File: config.mk
export PLATFORM = sky130hd
export DESIGN_NAME = fp51_timer_periph
export DESIGN_NICKNAME = d
export VERILOG_FILES = /design/src/fp51_timer_pkg.sv /design/src/fp51_int_ctrl.sv /design/src/fp51_sfr_regs.sv /design/src/fp51_timer.sv /design/src/fp51_timer_periph.sv
export SDC_FILE = /design/constraint.sdc
export NUM_CORES = 1
export LEC_CHECK = 0
export BUFFER_PORTS_ARGS = -buffer_cell sky130_fd_sc_hd__buf_2
export CORE_UTILIZATION = 54
export CTS_CLUSTER_DIAMETER = 30
export DETAILED_ROUTE_END_ITERATION = 12
export GPL_TIMING_DRIVEN = 0
export PLACE_DENSITY = 0.77
export SLEW_MARGIN = 40
export SYNTH_ARGS = -nofsm -noshare
export SYNTH_HDL_FRONTEND = slang
export SYNTH_HIERARCHICAL = 1
export SYNTH_SLANG_ARGS = --single-unit
File: constraint.sdc
create_clock -name clk -period 2.2 [get_ports clk]
set_clock_uncertainty 0.05 [all_clocks]
set_input_delay 0.22 -clock clk [delete_from_list [all_inputs] [get_ports clk]]
set_output_delay 0.22 -clock clk [all_outputs]
set_load 0.01 [all_outputs]
File: src/fp51_timer_pkg.sv
`default_nettype none

package fp51_timer_pkg;

    // ======================================================================
    // Widths and types
    // ======================================================================

    // Interrupt sources handled by the controller
    localparam int NUM_INT = 4;

    typedef logic [7:0] sfr_addr_t;
    typedef logic [7:0] sfr_data_t;

    // One bit per source, ext0 / timer0 / ext1 / timer1
    typedef logic [NUM_INT-1:0] int_src_t;

    // Controller holds one request at a time, no nesting
    typedef enum logic [0:0] {
        IDLE,
        IN_SERVICE
    } int_state_t;

    // ======================================================================
    // SFR addresses
    // ======================================================================
    localparam sfr_addr_t ADDR_TCON = 8'h88;
    localparam sfr_addr_t ADDR_TMOD = 8'h89;
    localparam sfr_addr_t ADDR_TL0  = 8'h8A;
    localparam sfr_addr_t ADDR_TL1  = 8'h8B;
    localparam sfr_addr_t ADDR_TH0  = 8'h8C;
    localparam sfr_addr_t ADDR_TH1  = 8'h8D;
    localparam sfr_addr_t ADDR_IE   = 8'hA8;
    localparam sfr_addr_t ADDR_IP   = 8'hB8;

    // TCON bits, low nibble is plain storage
    localparam int TCON_TF1 = 7;
    localparam int TCON_TR1 = 6;
    localparam int TCON_TF0 = 5;
    localparam int TCON_TR0 = 4;

    // IE bits
    localparam int IE_EA  = 7;
    localparam int IE_ET1 = 3;
    localparam int IE_EX1 = 2;
    localparam int IE_ET0 = 1;
    localparam int IE_EX0 = 0;

    // TMOD layout, C/T bits kept but unused
    localparam int TMOD_GATE1     = 7;
    localparam int TMOD_MODE1_LSB = 4;
    localparam int TMOD_GATE0     = 3;
    localparam int TMOD_MODE0_LSB = 0;

    // Supported timer modes, 0 and 3 hold the count
    localparam logic [1:0] TMODE_16BIT  = 2'd1;
    localparam logic [1:0] TMODE_RELOAD = 2'd2;

    // ======================================================================
    // Interrupt sources and vectors
    // ======================================================================
    localparam int INT_EXT0 = 0;
    localparam int INT_TMR0 = 1;
    localparam int INT_EXT1 = 2;
    localparam int INT_TMR1 = 3;

    // Vector k = base + k * step
    localparam sfr_data_t INT_VEC_BASE = 8'h03;
    localparam sfr_data_t INT_VEC_STEP = 8'h08;

endpackage

`default_nettype wire

File: src/fp51_int_ctrl.sv
`default_nettype none
`timescale 1ns/1ns

module fp51_int_ctrl (
    input  wire                             clk,
    input  wire                             reset_n,

    input  wire [1:0]                       ext_int_i,
    input  wire                             ovf0_i,
    input  wire                             ovf1_i,
    input  wire fp51_timer_pkg::sfr_data_t  ie_i,
    input  wire fp51_timer_pkg::sfr_data_t  ip_i,
    input  wire                             int_ret_i,

    // Synchronized pin levels, also used for timer gating
    output logic [1:0]                      ext_lvl_o,
    output logic                            int_gen_o,
    output fp51_timer_pkg::sfr_data_t       int_addr_o
);
    import fp51_timer_pkg::*;

    logic [1:0]                 ext_meta;
    logic [1:0]                 ext_sync;
    logic                       tmr0_pend;
    logic                       tmr1_pend;
    int_src_t                   src;
    int_src_t                   enable;
    int_src_t                   req;
    int_src_t                   req_hi;
    int_src_t                   cand;
    int_src_t                   grant;
    logic [$clog2(NUM_INT)-1:0] win_idx;
    sfr_data_t                  vec;
    int_state_t                 state_q;
    logic                       issue;

    // ======================================================================
    // Pin synchronizer
    // ======================================================================
    always_ff @(posedge clk, negedge reset_n) begin
        if (!reset_n) begin
            ext_meta <= '0;
            ext_sync <= '0;
        end else begin
            ext_meta <= ext_int_i;
            ext_sync <= ext_meta;
        end
    end

    assign ext_lvl_o = ext_sync;

    // Timer pending bits, a new overflow beats the issue clear
    always_ff @(posedge clk, negedge reset_n) begin
        if (!reset_n) begin
            tmr0_pend <= 1'b0;
            tmr1_pend <= 1'b0;
        end else begin
            tmr0_pend <= ovf0_i || (tmr0_pend && !(issue && grant[INT_TMR0]));
            tmr1_pend <= ovf1_i || (tmr1_pend && !(issue && grant[INT_TMR1]));
        end
    end

    // ======================================================================
    // Request and priority
    // ======================================================================
    // Ext sources are level, timers pending
    assign src[INT_EXT0] = ext_sync[0];
    assign src[INT_TMR0] = tmr0_pend;
    assign src[INT_EXT1] = ext_sync[1];
    assign src[INT_TMR1] = tmr1_pend;

    assign enable = {ie_i[IE_ET1], ie_i[IE_EX1], ie_i[IE_ET0], ie_i[IE_EX0]};
    assign req    = ie_i[IE_EA] ? (src & enable) : '0;

    // High level first, else all requests
    assign req_hi = req & ip_i[NUM_INT-1:0];
    assign cand   = (|req_hi) ? req_hi : req;

    // Lowest index wins
    always_comb begin
        win_idx = '0;
        for (int k = NUM_INT - 1; k >= 0; k--) begin
            if (cand[k]) begin
                win_idx = ($bits(win_idx))'(k);
            end
        end
    end

    assign grant = int_src_t'(1) << win_idx;
    assign vec   = sfr_data_t'(win_idx) * INT_VEC_STEP + INT_VEC_BASE;
    assign issue = (state_q == IDLE) && (|req);

    // ======================================================================
    // Issue FSM
    // ======================================================================
    always_ff @(posedge clk, negedge reset_n) begin
        if (!reset_n) begin
            state_q    <= IDLE;
            int_gen_o  <= 1'b0;
            int_addr_o <= '0;
        end else begin
            int_gen_o <= 1'b0;
            case (state_q)
                IDLE: begin
                    if (issue) begin
                        state_q    <= IN_SERVICE;
                        int_gen_o  <= 1'b1;
                        int_addr_o <= vec;
                    end
                end
                IN_SERVICE: begin
                    // Wait for return, no nesting
                    if (int_ret_i) begin
                        state_q <= IDLE;
                    end
                end
                default: state_q <= IDLE;
            endcase
        end
    end

    int_gen_single: assert property (
        @(posedge clk) disable iff (!reset_n)
        int_gen_o |=> !int_gen_o
    );

    // Granted source is a candidate, no lower index candidate left out
    grant_lowest: assert property (
        @(posedge clk) disable iff (!reset_n)
        issue |-> (((grant & cand) != '0) && ((cand & (grant - int_src_t'(1))) == '0))
    );

endmodule

`default_nettype wire

File: src/fp51_sfr_regs.sv
`default_nettype none
`timescale 1ns/1ns

module fp51_sfr_regs (
    input  wire                             clk,
    input  wire                             reset_n,

    // Read side, combinational on address
    input  wire fp51_timer_pkg::sfr_addr_t  rd_adr_i,
    output fp51_timer_pkg::sfr_data_t       rd_dat_o,

    // Write side
    input  wire                             wr_stb_i,
    input  wire                             wr_we_i,
    input  wire fp51_timer_pkg::sfr_addr_t  wr_adr_i,
    input  wire fp51_timer_pkg::sfr_data_t  wr_dat_i,

    // Timer values and overflow pulses
    input  wire fp51_timer_pkg::sfr_data_t  th0_i,
    input  wire fp51_timer_pkg::sfr_data_t  tl0_i,
    input  wire fp51_timer_pkg::sfr_data_t  th1_i,
    input  wire fp51_timer_pkg::sfr_data_t  tl1_i,
    input  wire                             ovf0_i,
    input  wire                             ovf1_i,

    // Timer control out
    output logic                            run0_o,
    output logic                            run1_o,
    output logic                            gate0_o,
    output logic                            gate1_o,
    output logic [1:0]                      mode0_o,
    output logic [1:0]                      mode1_o,

    // Interrupt control out
    output fp51_timer_pkg::sfr_data_t       ie_o,
    output fp51_timer_pkg::sfr_data_t       ip_o
);
    import fp51_timer_pkg::*;

    sfr_data_t ie_q;
    sfr_data_t ip_q;
    sfr_data_t tmod_q;
    sfr_data_t tcon_q;
    logic      wr_en;

    assign wr_en = wr_stb_i && wr_we_i;

    // ======================================================================
    // IE / IP / TMOD
    // ======================================================================
    always_ff @(posedge clk, negedge reset_n) begin
        if (!reset_n) begin
            ie_q   <= '0;
            ip_q   <= '0;
            tmod_q <= '0;
        end else if (wr_en) begin
            case (wr_adr_i)
                ADDR_IE:   ie_q   <= wr_dat_i;
                ADDR_IP:   ip_q   <= wr_dat_i;
                ADDR_TMOD: tmod_q <= wr_dat_i;
                default: ;
            endcase
        end
    end

    // ======================================================================
    // TCON, flags set by overflow
    // ======================================================================
    always_ff @(posedge clk, negedge reset_n) begin
        if (!reset_n) begin
            tcon_q <= '0;
        end else if (wr_en && (wr_adr_i == ADDR_TCON)) begin
            // Write overrides flag setting
            tcon_q <= wr_dat_i;
        end else begin
            // Both timers may flag in one cycle
            if (ovf0_i) begin
                tcon_q[TCON_TF0] <= 1'b1;
            end
            if (ovf1_i) begin
                tcon_q[TCON_TF1] <= 1'b1;
            end
        end
    end

    // Read data mux, unmapped reads 0
    always_comb begin
        case (rd_adr_i)
            ADDR_TCON: rd_dat_o = tcon_q;
            ADDR_TMOD: rd_dat_o = tmod_q;
            ADDR_TL0:  rd_dat_o = tl0_i;
            ADDR_TL1:  rd_dat_o = tl1_i;
            ADDR_TH0:  rd_dat_o = th0_i;
            ADDR_TH1:  rd_dat_o = th1_i;
            ADDR_IE:   rd_dat_o = ie_q;
            ADDR_IP:   rd_dat_o = ip_q;
            default:   rd_dat_o = '0;
        endcase
    end

    // Control fields
    assign run0_o  = tcon_q[TCON_TR0];
    assign run1_o  = tcon_q[TCON_TR1];
    assign gate0_o = tmod_q[TMOD_GATE0];
    assign gate1_o = tmod_q[TMOD_GATE1];
    assign mode0_o = tmod_q[TMOD_MODE0_LSB +: 2];
    assign mode1_o = tmod_q[TMOD_MODE1_LSB +: 2];
    assign ie_o    = ie_q;
    assign ip_o    = ip_q;

endmodule

`default_nettype wire

File: src/fp51_timer.sv
`default_nettype none
`timescale 1ns/1ns

module fp51_timer #(
    parameter fp51_timer_pkg::sfr_addr_t th_addr = fp51_timer_pkg::ADDR_TH0,
    parameter fp51_timer_pkg::sfr_addr_t tl_addr = fp51_timer_pkg::ADDR_TL0
) (
    input  wire                             clk,
    input  wire                             reset_n,

    // Write side of the SFR bus
    input  wire                             wr_stb_i,
    input  wire                             wr_we_i,
    input  wire fp51_timer_pkg::sfr_addr_t  wr_adr_i,
    input  wire fp51_timer_pkg::sfr_data_t  wr_dat_i,

    // Control from TCON / TMOD
    input  wire                             run_i,
    input  wire                             gate_i,
    input  wire                             ext_lvl_i,
    input  wire [1:0]                       mode_i,

    output fp51_timer_pkg::sfr_data_t       th_o,
    output fp51_timer_pkg::sfr_data_t       tl_o,
    output logic                            ovf_o
);
    import fp51_timer_pkg::*;

    sfr_data_t th_q;
    sfr_data_t tl_q;
    logic      th_wr;
    logic      tl_wr;
    logic      count_en;
    logic      wrap;

    // Own address decode
    assign th_wr = wr_stb_i && wr_we_i && (wr_adr_i == th_addr);
    assign tl_wr = wr_stb_i && wr_we_i && (wr_adr_i == tl_addr);

    // Runs in modes 1/2 only, gate lets the ext pin hold it off
    assign count_en = run_i &&
                      ((mode_i == TMODE_16BIT) || (mode_i == TMODE_RELOAD)) &&
                      (!gate_i || ext_lvl_i);

    // Wrap condition for the current mode
    always_comb begin
        if (mode_i == TMODE_16BIT) begin
            wrap = (th_q == 8'hFF) && (tl_q == 8'hFF);
        end else begin
            wrap = (tl_q == 8'hFF);
        end
    end

    // ======================================================================
    // TH / TL counter
    // ======================================================================
    always_ff @(posedge clk, negedge reset_n) begin
        if (!reset_n) begin
            th_q <= '0;
            tl_q <= '0;
        end else if (th_wr || tl_wr) begin
            // Bus write wins over counting
            if (th_wr) begin
                th_q <= wr_dat_i;
            end
            if (tl_wr) begin
                tl_q <= wr_dat_i;
            end
        end else if (count_en) begin
            if (mode_i == TMODE_16BIT) begin
                {th_q, tl_q} <= {th_q, tl_q} + 16'd1;
            end else if (wrap) begin
                // Mode 2 reload from TH
                tl_q <= th_q;
            end else begin
                tl_q <= tl_q + 8'd1;
            end
        end
    end

    // One cycle overflow pulse, after the wrapping edge
    always_ff @(posedge clk, negedge reset_n) begin
        if (!reset_n) begin
            ovf_o <= 1'b0;
        end else begin
            ovf_o <= count_en && wrap && !(th_wr || tl_wr);
        end
    end

    assign th_o = th_q;
    assign tl_o = tl_q;

    // Back-to-back overflow only possible with a reload value of FFh
    ovf_single_pulse: assert property (
        @(posedge clk) disable iff (!reset_n)
        (ovf_o && (th_q != 8'hFF)) |=> !ovf_o
    );

endmodule

`default_nettype wire

File: src/fp51_timer_periph.sv
`default_nettype none
`timescale 1ns/1ns

module fp51_timer_periph (
    input  wire                             clk,
    input  wire                             reset_n,

    // Read side
    input  wire                             rd_stb_i,
    input  wire fp51_timer_pkg::sfr_addr_t  rd_adr_i,
    output fp51_timer_pkg::sfr_data_t       rd_dat_o,
    output logic                            rd_ack_o,

    // Write side
    input  wire                             wr_stb_i,
    input  wire                             wr_we_i,
    input  wire fp51_timer_pkg::sfr_addr_t  wr_adr_i,
    input  wire fp51_timer_pkg::sfr_data_t  wr_dat_i,
    output logic                            wr_ack_o,

    // Interrupts
    input  wire [1:0]                       ext_int_i,
    input  wire                             int_ret_i,
    output logic                            int_gen_o,
    output fp51_timer_pkg::sfr_data_t       int_addr_o,

    // Toggles on every timer 0 overflow
    output logic                            timer_pulse_o
);
    import fp51_timer_pkg::*;

    sfr_data_t  th0;
    sfr_data_t  tl0;
    sfr_data_t  th1;
    sfr_data_t  tl1;
    sfr_data_t  ie;
    sfr_data_t  ip;
    logic       ovf0;
    logic       ovf1;
    logic       run0;
    logic       run1;
    logic       gate0;
    logic       gate1;
    logic [1:0] mode0;
    logic [1:0] mode1;
    logic [1:0] ext_lvl;

    // No wait states
    assign rd_ack_o = rd_stb_i;
    assign wr_ack_o = wr_stb_i;

    // ======================================================================
    // Registers and read mux
    // ======================================================================
    fp51_sfr_regs i_sfr_regs (
        .clk, .reset_n, .rd_adr_i, .rd_dat_o,
        .wr_stb_i, .wr_we_i, .wr_adr_i, .wr_dat_i,
        .th0_i (th0), .tl0_i (tl0), .th1_i (th1), .tl1_i (tl1),
        .ovf0_i (ovf0), .ovf1_i (ovf1),
        .run0_o (run0), .run1_o (run1),
        .gate0_o (gate0), .gate1_o (gate1),
        .mode0_o (mode0), .mode1_o (mode1),
        .ie_o (ie), .ip_o (ip)
    );

    // ======================================================================
    // Timers
    // ======================================================================
    fp51_timer #(.th_addr (ADDR_TH0), .tl_addr (ADDR_TL0)) i_timer0 (
        .clk, .reset_n, .wr_stb_i, .wr_we_i, .wr_adr_i, .wr_dat_i,
        .run_i (run0), .gate_i (gate0), .ext_lvl_i (ext_lvl[0]), .mode_i (mode0),
        .th_o (th0), .tl_o (tl0), .ovf_o (ovf0)
    );

    fp51_timer #(.th_addr (ADDR_TH1), .tl_addr (ADDR_TL1)) i_timer1 (
        .clk, .reset_n, .wr_stb_i, .wr_we_i, .wr_adr_i, .wr_dat_i,
        .run_i (run1), .gate_i (gate1), .ext_lvl_i (ext_lvl[1]), .mode_i (mode1),
        .th_o (th1), .tl_o (tl1), .ovf_o (ovf1)
    );

    // Toggle flop, lines up with TF0
    always_ff @(posedge clk, negedge reset_n) begin
        if (!reset_n) begin
            timer_pulse_o <= 1'b0;
        end else if (ovf0) begin
            timer_pulse_o <= !timer_pulse_o;
        end
    end

    // ======================================================================
    // Interrupt controller
    // ======================================================================
    fp51_int_ctrl i_int_ctrl (
        .clk, .reset_n, .ext_int_i,
        .ovf0_i (ovf0), .ovf1_i (ovf1),
        .ie_i (ie), .ip_i (ip), .int_ret_i,
        .ext_lvl_o (ext_lvl), .int_gen_o, .int_addr_o
    );

endmodule

`default_nettype wire

# After elaboration in Yosys (flattened, before gate mapping)
# Cells that the tools add are included.
# W data, S select, Z words.
# totals
ff_bits	83
inputBits	32
output_inout_bits	20
# op_classes
add_sub_neg	5
eq_ne	28
n_shift	1
muxes	35
n_bitwise	3
reduce_logical	52
# op_table
op	n
$eq A8 B8 Y1 const B	20
$mux W8	18
$pmux W8 S8	1
$add A16 B1 Y16 const B	2
$logic_and A1 B1 Y1	21
$add A8 B1 Y8 const B	2
$reduce_and A2 Y1	6
$reduce_bool A2 Y1	6
$mux W1	9
$and A4 B4 Y4	2
$logic_or A1 B1 Y1	8
$mux W2	4
$mux W4	2
$ne A2 B1 Y1 const B	4
$reduce_or A4 Y1	2
$logic_not A1 Y1	7
$add A5 B2 Y6 const B	1
$reduce_and A3 Y1	2
$eq A2 B1 Y1 const B	2
$eq A2 B2 Y1 const B	2
$shl A1 B2 Y4 const A	1
$pmux W1 S2	1
$not A1 Y1	1

# Longest topological paths before layout
# logic_depth
word_depth	14
depth_mapped	9
ltp_nobuf	7

# Hierarchy
# Netlist, hierarchy kept.
# modules_own_cells
module	n_inst	cells_each	area_per_inst_um2
fp51_sfr_regs	1	166	1970.6
fp51_timer (i_timer1)	1	161	1301.2
fp51_timer (i_timer0)	1	161	1290.0
fp51_int_ctrl	1	53	571.8
fp51_timer_periph	1	4	48.8

# Worst setup path after synthesis
# OpenSTA, ideal clock, no wires.
# synth_path
path_kind	reg-to-reg
startpoint	reg i_sfr_regs.tmod_q[0]
endpoint	reg i_timer0.th_q[0], in the netlist i_timer0/th_o[0]
t_arrival_ps	1929
slack_ps	144
path_stages_with_launch	9
path_buffers	2
path_cell_list	dfrtp_1 -> buf_4 -> ha_1 -> nor2b_1 -> nand3_1 -> o211ai_1 -> clkbuf_1 -> a21oi_1 -> a21oi_1
# synth_between
elab_chain_len	6
word_cells_on_any_way	8
# synth_lines
element	line_no	source
start: declaration	fp51_sfr_regs.sv:42	sfr_data_t tmod_q;
start signal: assignment	fp51_sfr_regs.sv:60	ADDR_TMOD: tmod_q <= wr_dat_i;
$eq A2 B1 Y1 / $eq A2 B2 Y1 (equally long branches)	fp51_timer.sv:42, fp51_timer.sv:70	
$logic_or A1 B1 Y1	fp51_timer.sv:42	((mode_i == TMODE_16BIT) || (mode_i == TMODE_RELOAD)) &&
$logic_and A1 B1 Y1	fp51_timer.sv:41	assign count_en = run_i &&
$logic_and A1 B1 Y1	fp51_timer.sv:42	
$reduce_bool A2 Y1 (no line)	--	
$reduce_and A3 Y1 (no line) (*)	--	
end signal: assignment	fp51_timer.sv:64	th_q <= wr_dat_i;
end signal: assignment	fp51_timer.sv:71	{th_q, tl_q} <= {th_q, tl_q} + 16'd1;
end: declaration	fp51_timer.sv:29	sfr_data_t th_q;
# Every way passes the cells marked *; elsewhere a longest branch is shown, timed or not.
# A chain may end at the register's enable or synchronous reset.

# Final worst setup path
# layout_path
startpoint	reg i_sfr_regs.tmod_q[4]
endpoint	reg i_timer1.tl_q[1], in the netlist i_timer1/tl_o[1]
# layout_between
elab_chain_len	6
word_cells_on_any_way	12
# layout_lines
element	line_no	source
$eq A2 B1 Y1 / $eq A2 B2 Y1 (equally long branches)	fp51_timer.sv:42, fp51_timer.sv:47, fp51_timer.sv:70	
$mux W1 / $logic_or A1 B1 Y1 (equally long branches)	fp51_timer.sv:47, fp51_timer.sv:42	
$mux W8 / $logic_and A1 B1 Y1 (equally long branches)	fp51_timer.sv:72, fp51_timer.sv:41	
$mux W8 / $logic_and A1 B1 Y1 (equally long branches)	fp51_timer.sv:70, fp51_timer.sv:42	
$mux W8 / $reduce_bool A2 Y1 (equally long branches)	--	
$mux W8 / $reduce_and A2 Y1 (equally long branches)	--	
end signal: assignment	fp51_timer.sv:71	
end signal: assignment	fp51_timer.sv:74	tl_q <= th_q;
end signal: assignment	fp51_timer.sv:76	tl_q <= tl_q + 8'd1;
end: declaration	fp51_timer.sv:30	sfr_data_t tl_q;
# Parallel ways exist; a longest one is shown, timed or not. The select of a mux whose other input is x is not followed.

==> summary.md <==
| Metric | Value |
|---|---|
| Maximum number of buffers from clock root to sink | `2` |
| Max-Cap Viols | `0` |
| Final setup margin | `52.0 ps` |
| Antenna viol nets, final | `0` |
| RSZ-0062 raised after global routing | `no` |
| Grt peak-use layer | `met2` |
| Seq/Total Area, Yosys | `37.7%` |
| Setup Crit Path Kind | `reg2reg` |
| Dpl ws | `-220 ps` |
| Slew Viols, Final | `0` |
| Cts bufs inserted | `9` |
| CP Max Fanout | `5` |
| Root buffer cell | `clkbuf_8` |
| Via count | `4,840` |
| Tightest Pin Transition | `634 ps` |
| Initial Util | `55.8%` |
| Post-synth top flop | `dfrtp_1` |
| Netlist cell types | `just over 80` |
| CTS tree | `done` |
| DP Area | `5620 sq um` |
| Xor/xnor share of the synthesized area | `0.845%` |
| Initial antenna violation count | `0` |
| CP Data Required Time | `2400 ps` |
| Status | `completed` |
| Final period util | `between 90% and 100%` |
| Io pins | `52` |
| Critical path arrival | `2350 ps` |
| Met2 Use GR | `49.3%` |
| Global-route wire length before repair | `approximately 24,000 microns` |
| Remaining Overflow, GRT | `0` |
| Min Clock Period, post-route | `~2100 ps` |
| Antenna cells | `0` |
| R2R setup slack | `50 ps` |
| Critical Path End | `i_timer1/tl_o[1]$_DFFE_PN0P_` |
| Register-to-Register Path Depth | `7` |
| Routed WL per cell | `around 20 microns` |
| Vias per inst | `around 6.5` |
| Reg area | `1950 sq um` |
| Max frequency | `0.466 GHz` |
| DIE AREA | `9990 sq um` |
| Syn avg cell area | `9.51 sq um` |
| Post-synthesis compound-gate area fraction | `20.6%` |
| Met3 Use GR | `4.25%` |
| IR drop worst, VDD | `0.000269 V` |
| Post-synthesis mux area share | `11.8%` |
| Post-layout nets | `647` |
| Worst Setup End Kind | `register` |
| Tot GR Track Use | `31.5%` |
| Clk sinks | `78` |
| Final setup violation count | `0` |
| Die Height | `100 microns` |
| Port Buffers | `46` |
| Core box area | `9280 sq um` |
| Main combinational cell family by area after synthesis | `simple AND/OR/NAND/NOR gates` |
| Largest net degree at the start of global routing | `48` |
| R2R Path End | `i_timer1/tl_o[1]$_DFFE_PN0P_` |
| Hold Violations, Final | `0` |
| Worst-path clk slew | `roughly 90 ps` |
| Ys Warns | `6` |
| Dpl hpwl | `11,000 microns` |
| DRC | `0` |
| Post-route cell area | `slightly below 6000 sq um` |
| Post-Synth Simple-Gate Area | `22.9%` |
| R2R Path Start | `i_sfr_regs/tmod_q[4]$_DFFE_PN0P_` |
| Initial DRT Pass Iterations | `5` |
| FFs w/ async S/R, synth | `100%` |
| Final WL | `15,000 microns` |
| Fill count | `814` |
| Slew HR | `57.4%` |
| DRC marker count from the first detailed-route iteration | `474` |
| CTS H-tree depth | `3` |
| Layout cell share with drive strength beyond 1 | `26.6%` |
| Power per Cell Area | `519 nW/um^2` |
| Area Overhead vs Synth | `14.6%` |
| Gpl congestion | `between 0.9 and 1` |
| Post-synthesis adder-cell area fraction | `0.966%` |
| Flop and latch count out of synthesis | `78` |
| Vias in the first global route | `around 4,500` |
| Area of the multi-input gates | `3010 sq um` |
| P_leak | `2.65 nW` |
| Mapped Cells | `around 550` |
| Skew-Pair Late Insertion Delay | `360 ps` |
| Die W | `100 microns` |
| Number of flops mapped to enable cells by yosys | `0` |
| # rows | `35` |
| CP startpoint kind | `register` |
| Crit. Startpoint | `i_sfr_regs/tmod_q[4]$_DFFE_PN0P_` |
| Met1 usage | `45.0%` |
| Final core utilization | `between 60% and 70%` |
| Mapped Area | `5180 sq um` |
| Min-Delay Path Class | `in2reg` |
==> how the worst min path moves through the flow <==
| stage | start | endpoint | cells after the start |
|---|---|---|---|
| floorplan | reset_n | i_int_ctrl/ext_lvl_o[0]$_DFF_PN0_ | 0 |
| global placement | ext_int_i[1] | i_int_ctrl/ext_meta[1]$_DFF_PN0_ | 1 |
| detailed placement | reset_n | i_sfr_regs/ip_o[4]$_DFFE_PN0P_ | 1 |
| CTS | wr_dat_i[7] | i_sfr_regs/tcon_q[7]$_DFFE_PN0P_ | 3 |
| global route | wr_dat_i[3] | i_sfr_regs/ip_o[3]$_DFFE_PN0P_ | 2 |
| finish | wr_dat_i[7] | i_sfr_regs/tcon_q[7]$_DFFE_PN0P_ | 3 |
==> worst max-delay path, cell delays in order, from the launching register on <==
cell and delay (ps):
dfrtp_1 410, buf_4 140, ha_1 320, nor2b_4 180, nand2_2 110, a211oi_4 320
buf_4 180, mux2_1 320
==> power by group <==
| group | total (mW) | switching (mW) | leakage, nW | internal, mW |
|---|---|---|---|---|
| clock network | 1.17 | 0.620 | 0.101 | 0.549 |
| registers | 1.53 | 0.0579 | 0.991 | 1.48 |
| logic | 0.381 | 0.225 | 1.56 | 0.156 |
==> flip-flops by register name, indices dropped and copies added, names as in the netlist, 2 cells and up <==
| name | flops |
|---|---|
| i_int_ctrl/int_addr_o | 3 |
| i_timer0/tl_o | 8 |
| i_timer1/th_o | 8 |
| i_int_ctrl/ext_meta | 2 |
| i_timer1/tl_o | 8 |
| i_sfr_regs/tmod_q | 8 |
| i_timer0/th_o | 8 |
| i_sfr_regs/ie_o | 8 |
| i_sfr_regs/ip_o | 8 |
| i_sfr_regs/tcon_q | 8 |
| i_int_ctrl/ext_lvl_o | 2 |
==> stage by stage <==
stage / hold WS, ps / setup TNS [ps] / total power, mW / instances
finish: 192 / 0 / 3.08 / 745
global route: 188 / 0 / 3.22 / 745
CTS: 172 / 0 / 3.09 / 745
detailed placement: 80.6 / -1540 / 1.92 / 724
global placement: 279 / -1360 / 1.91 / 723
floorplan: -126 / 0 / 1.75 / 548
==> layout by cell type (no fill, tap or decap), types with 5 or more instances in the layout <==
| cell type | n |
|---|---|
| dfrtp_1 | 78 |
| buf_2 | 52 |
| a21oi_1 | 46 |
| nand2_1 | 43 |
| nand3_1 | 33 |
| mux2_2 | 31 |
| nor2_1 | 30 |
| o21ai_0 | 19 |
| inv_1 | 15 |
| buf_4 | 14 |
| nor3_1 | 13 |
| o22ai_1 | 12 |
| mux2i_1 | 12 |
| a22o_1 | 12 |
| a31oi_1 | 10 |
| a22oi_1 | 10 |
| clkbuf_1 | 10 |
| clkbuf_8 | 9 |
| mux2_4 | 8 |
| nand4_1 | 8 |
| o22a_1 | 6 |
| nor4_1 | 6 |
| and3_1 | 6 |
| o21ai_1 | 6 |
| nand4_2 | 5 |
| a21o_1 | 5 |
==> layout make-up <==
type	count	area share, %
Multi-Input combinational cell	419	50.7
Sequential cell	78	32.9
Timing Repair Buffer	54	5.71
Buffer	34	3.48
Tap cell	129	2.72
Clock buffer	9	2.09
Clock inverter	7	1.52
Inverter	15	0.948
==> routing by layer <==
| layer | part of all wire [%] | up-vias |
|---|---|---|
| li1 | - | 2185 |
| met1 | 43 | 2348 |
| met2 | 46 | 271 |
| met3 | 9.2 | 36 |
| met4 | 2.4 | 0 |
| met5 | 0 | - |
==> repair_timing <==
item | in CTS | in global routing
setup endpoints to repair | 15 | 21
endpoints found under the hold margin | 34 | 0
hold buffers | 4 | 0
buffers inserted | 1 | 2
pin swaps | 1 | 2
resized for setup | 4 | 7
==> kinds of logic after synthesis <==
group                      after synthesis
DFF                                     78
other                                    1
AOI/OAI and AO/OA                      157
and+or+nand+nor                        196
muxes                                   53
adders and majority gates                4
xor gates and xnor gates                 5
buffers and inverters                   51
==> synth_stat cells (3+ instances only) <==
cell type / n / area, sq um
a211oi_1: 4 / 30.0
a211oi_2: 3 / 37.5
a21o_1: 5 / 37.5
a21oi_1: 46 / 230
a22o_1: 12 / 105
a22oi_1: 10 / 75.1
a31oi_1: 10 / 62.6
and2_1: 3 / 18.8
and3_1: 6 / 37.5
and4_1: 4 / 35.0
buf_1: 3 / 11.3
buf_2: 8 / 40.0
buf_4: 11 / 82.6
clkbuf_1: 12 / 45.0
dfrtp_1: 78 / 1950
ha_1: 4 / 50.1
inv_1: 15 / 56.3
mux2_2: 31 / 349
mux2_4: 8 / 120
mux2i_1: 12 / 120
nand2_1: 44 / 165
nand2b_1: 3 / 18.8
nand3_1: 35 / 175
nand4_1: 8 / 50.1
nand4_2: 5 / 62.6
nor2_1: 30 / 113
nor2b_1: 7 / 43.8
nor3_1: 13 / 65.1
nor4_1: 6 / 37.5
o2111ai_1: 3 / 26.3
o211ai_1: 3 / 22.5
o21ai_0: 19 / 95.1
o21ai_1: 6 / 30.0
o22a_1: 6 / 52.6
o22ai_1: 12 / 75.1
xor2_1: 3 / 26.3
Note: power is estimated with default switching activity, not from simulation.
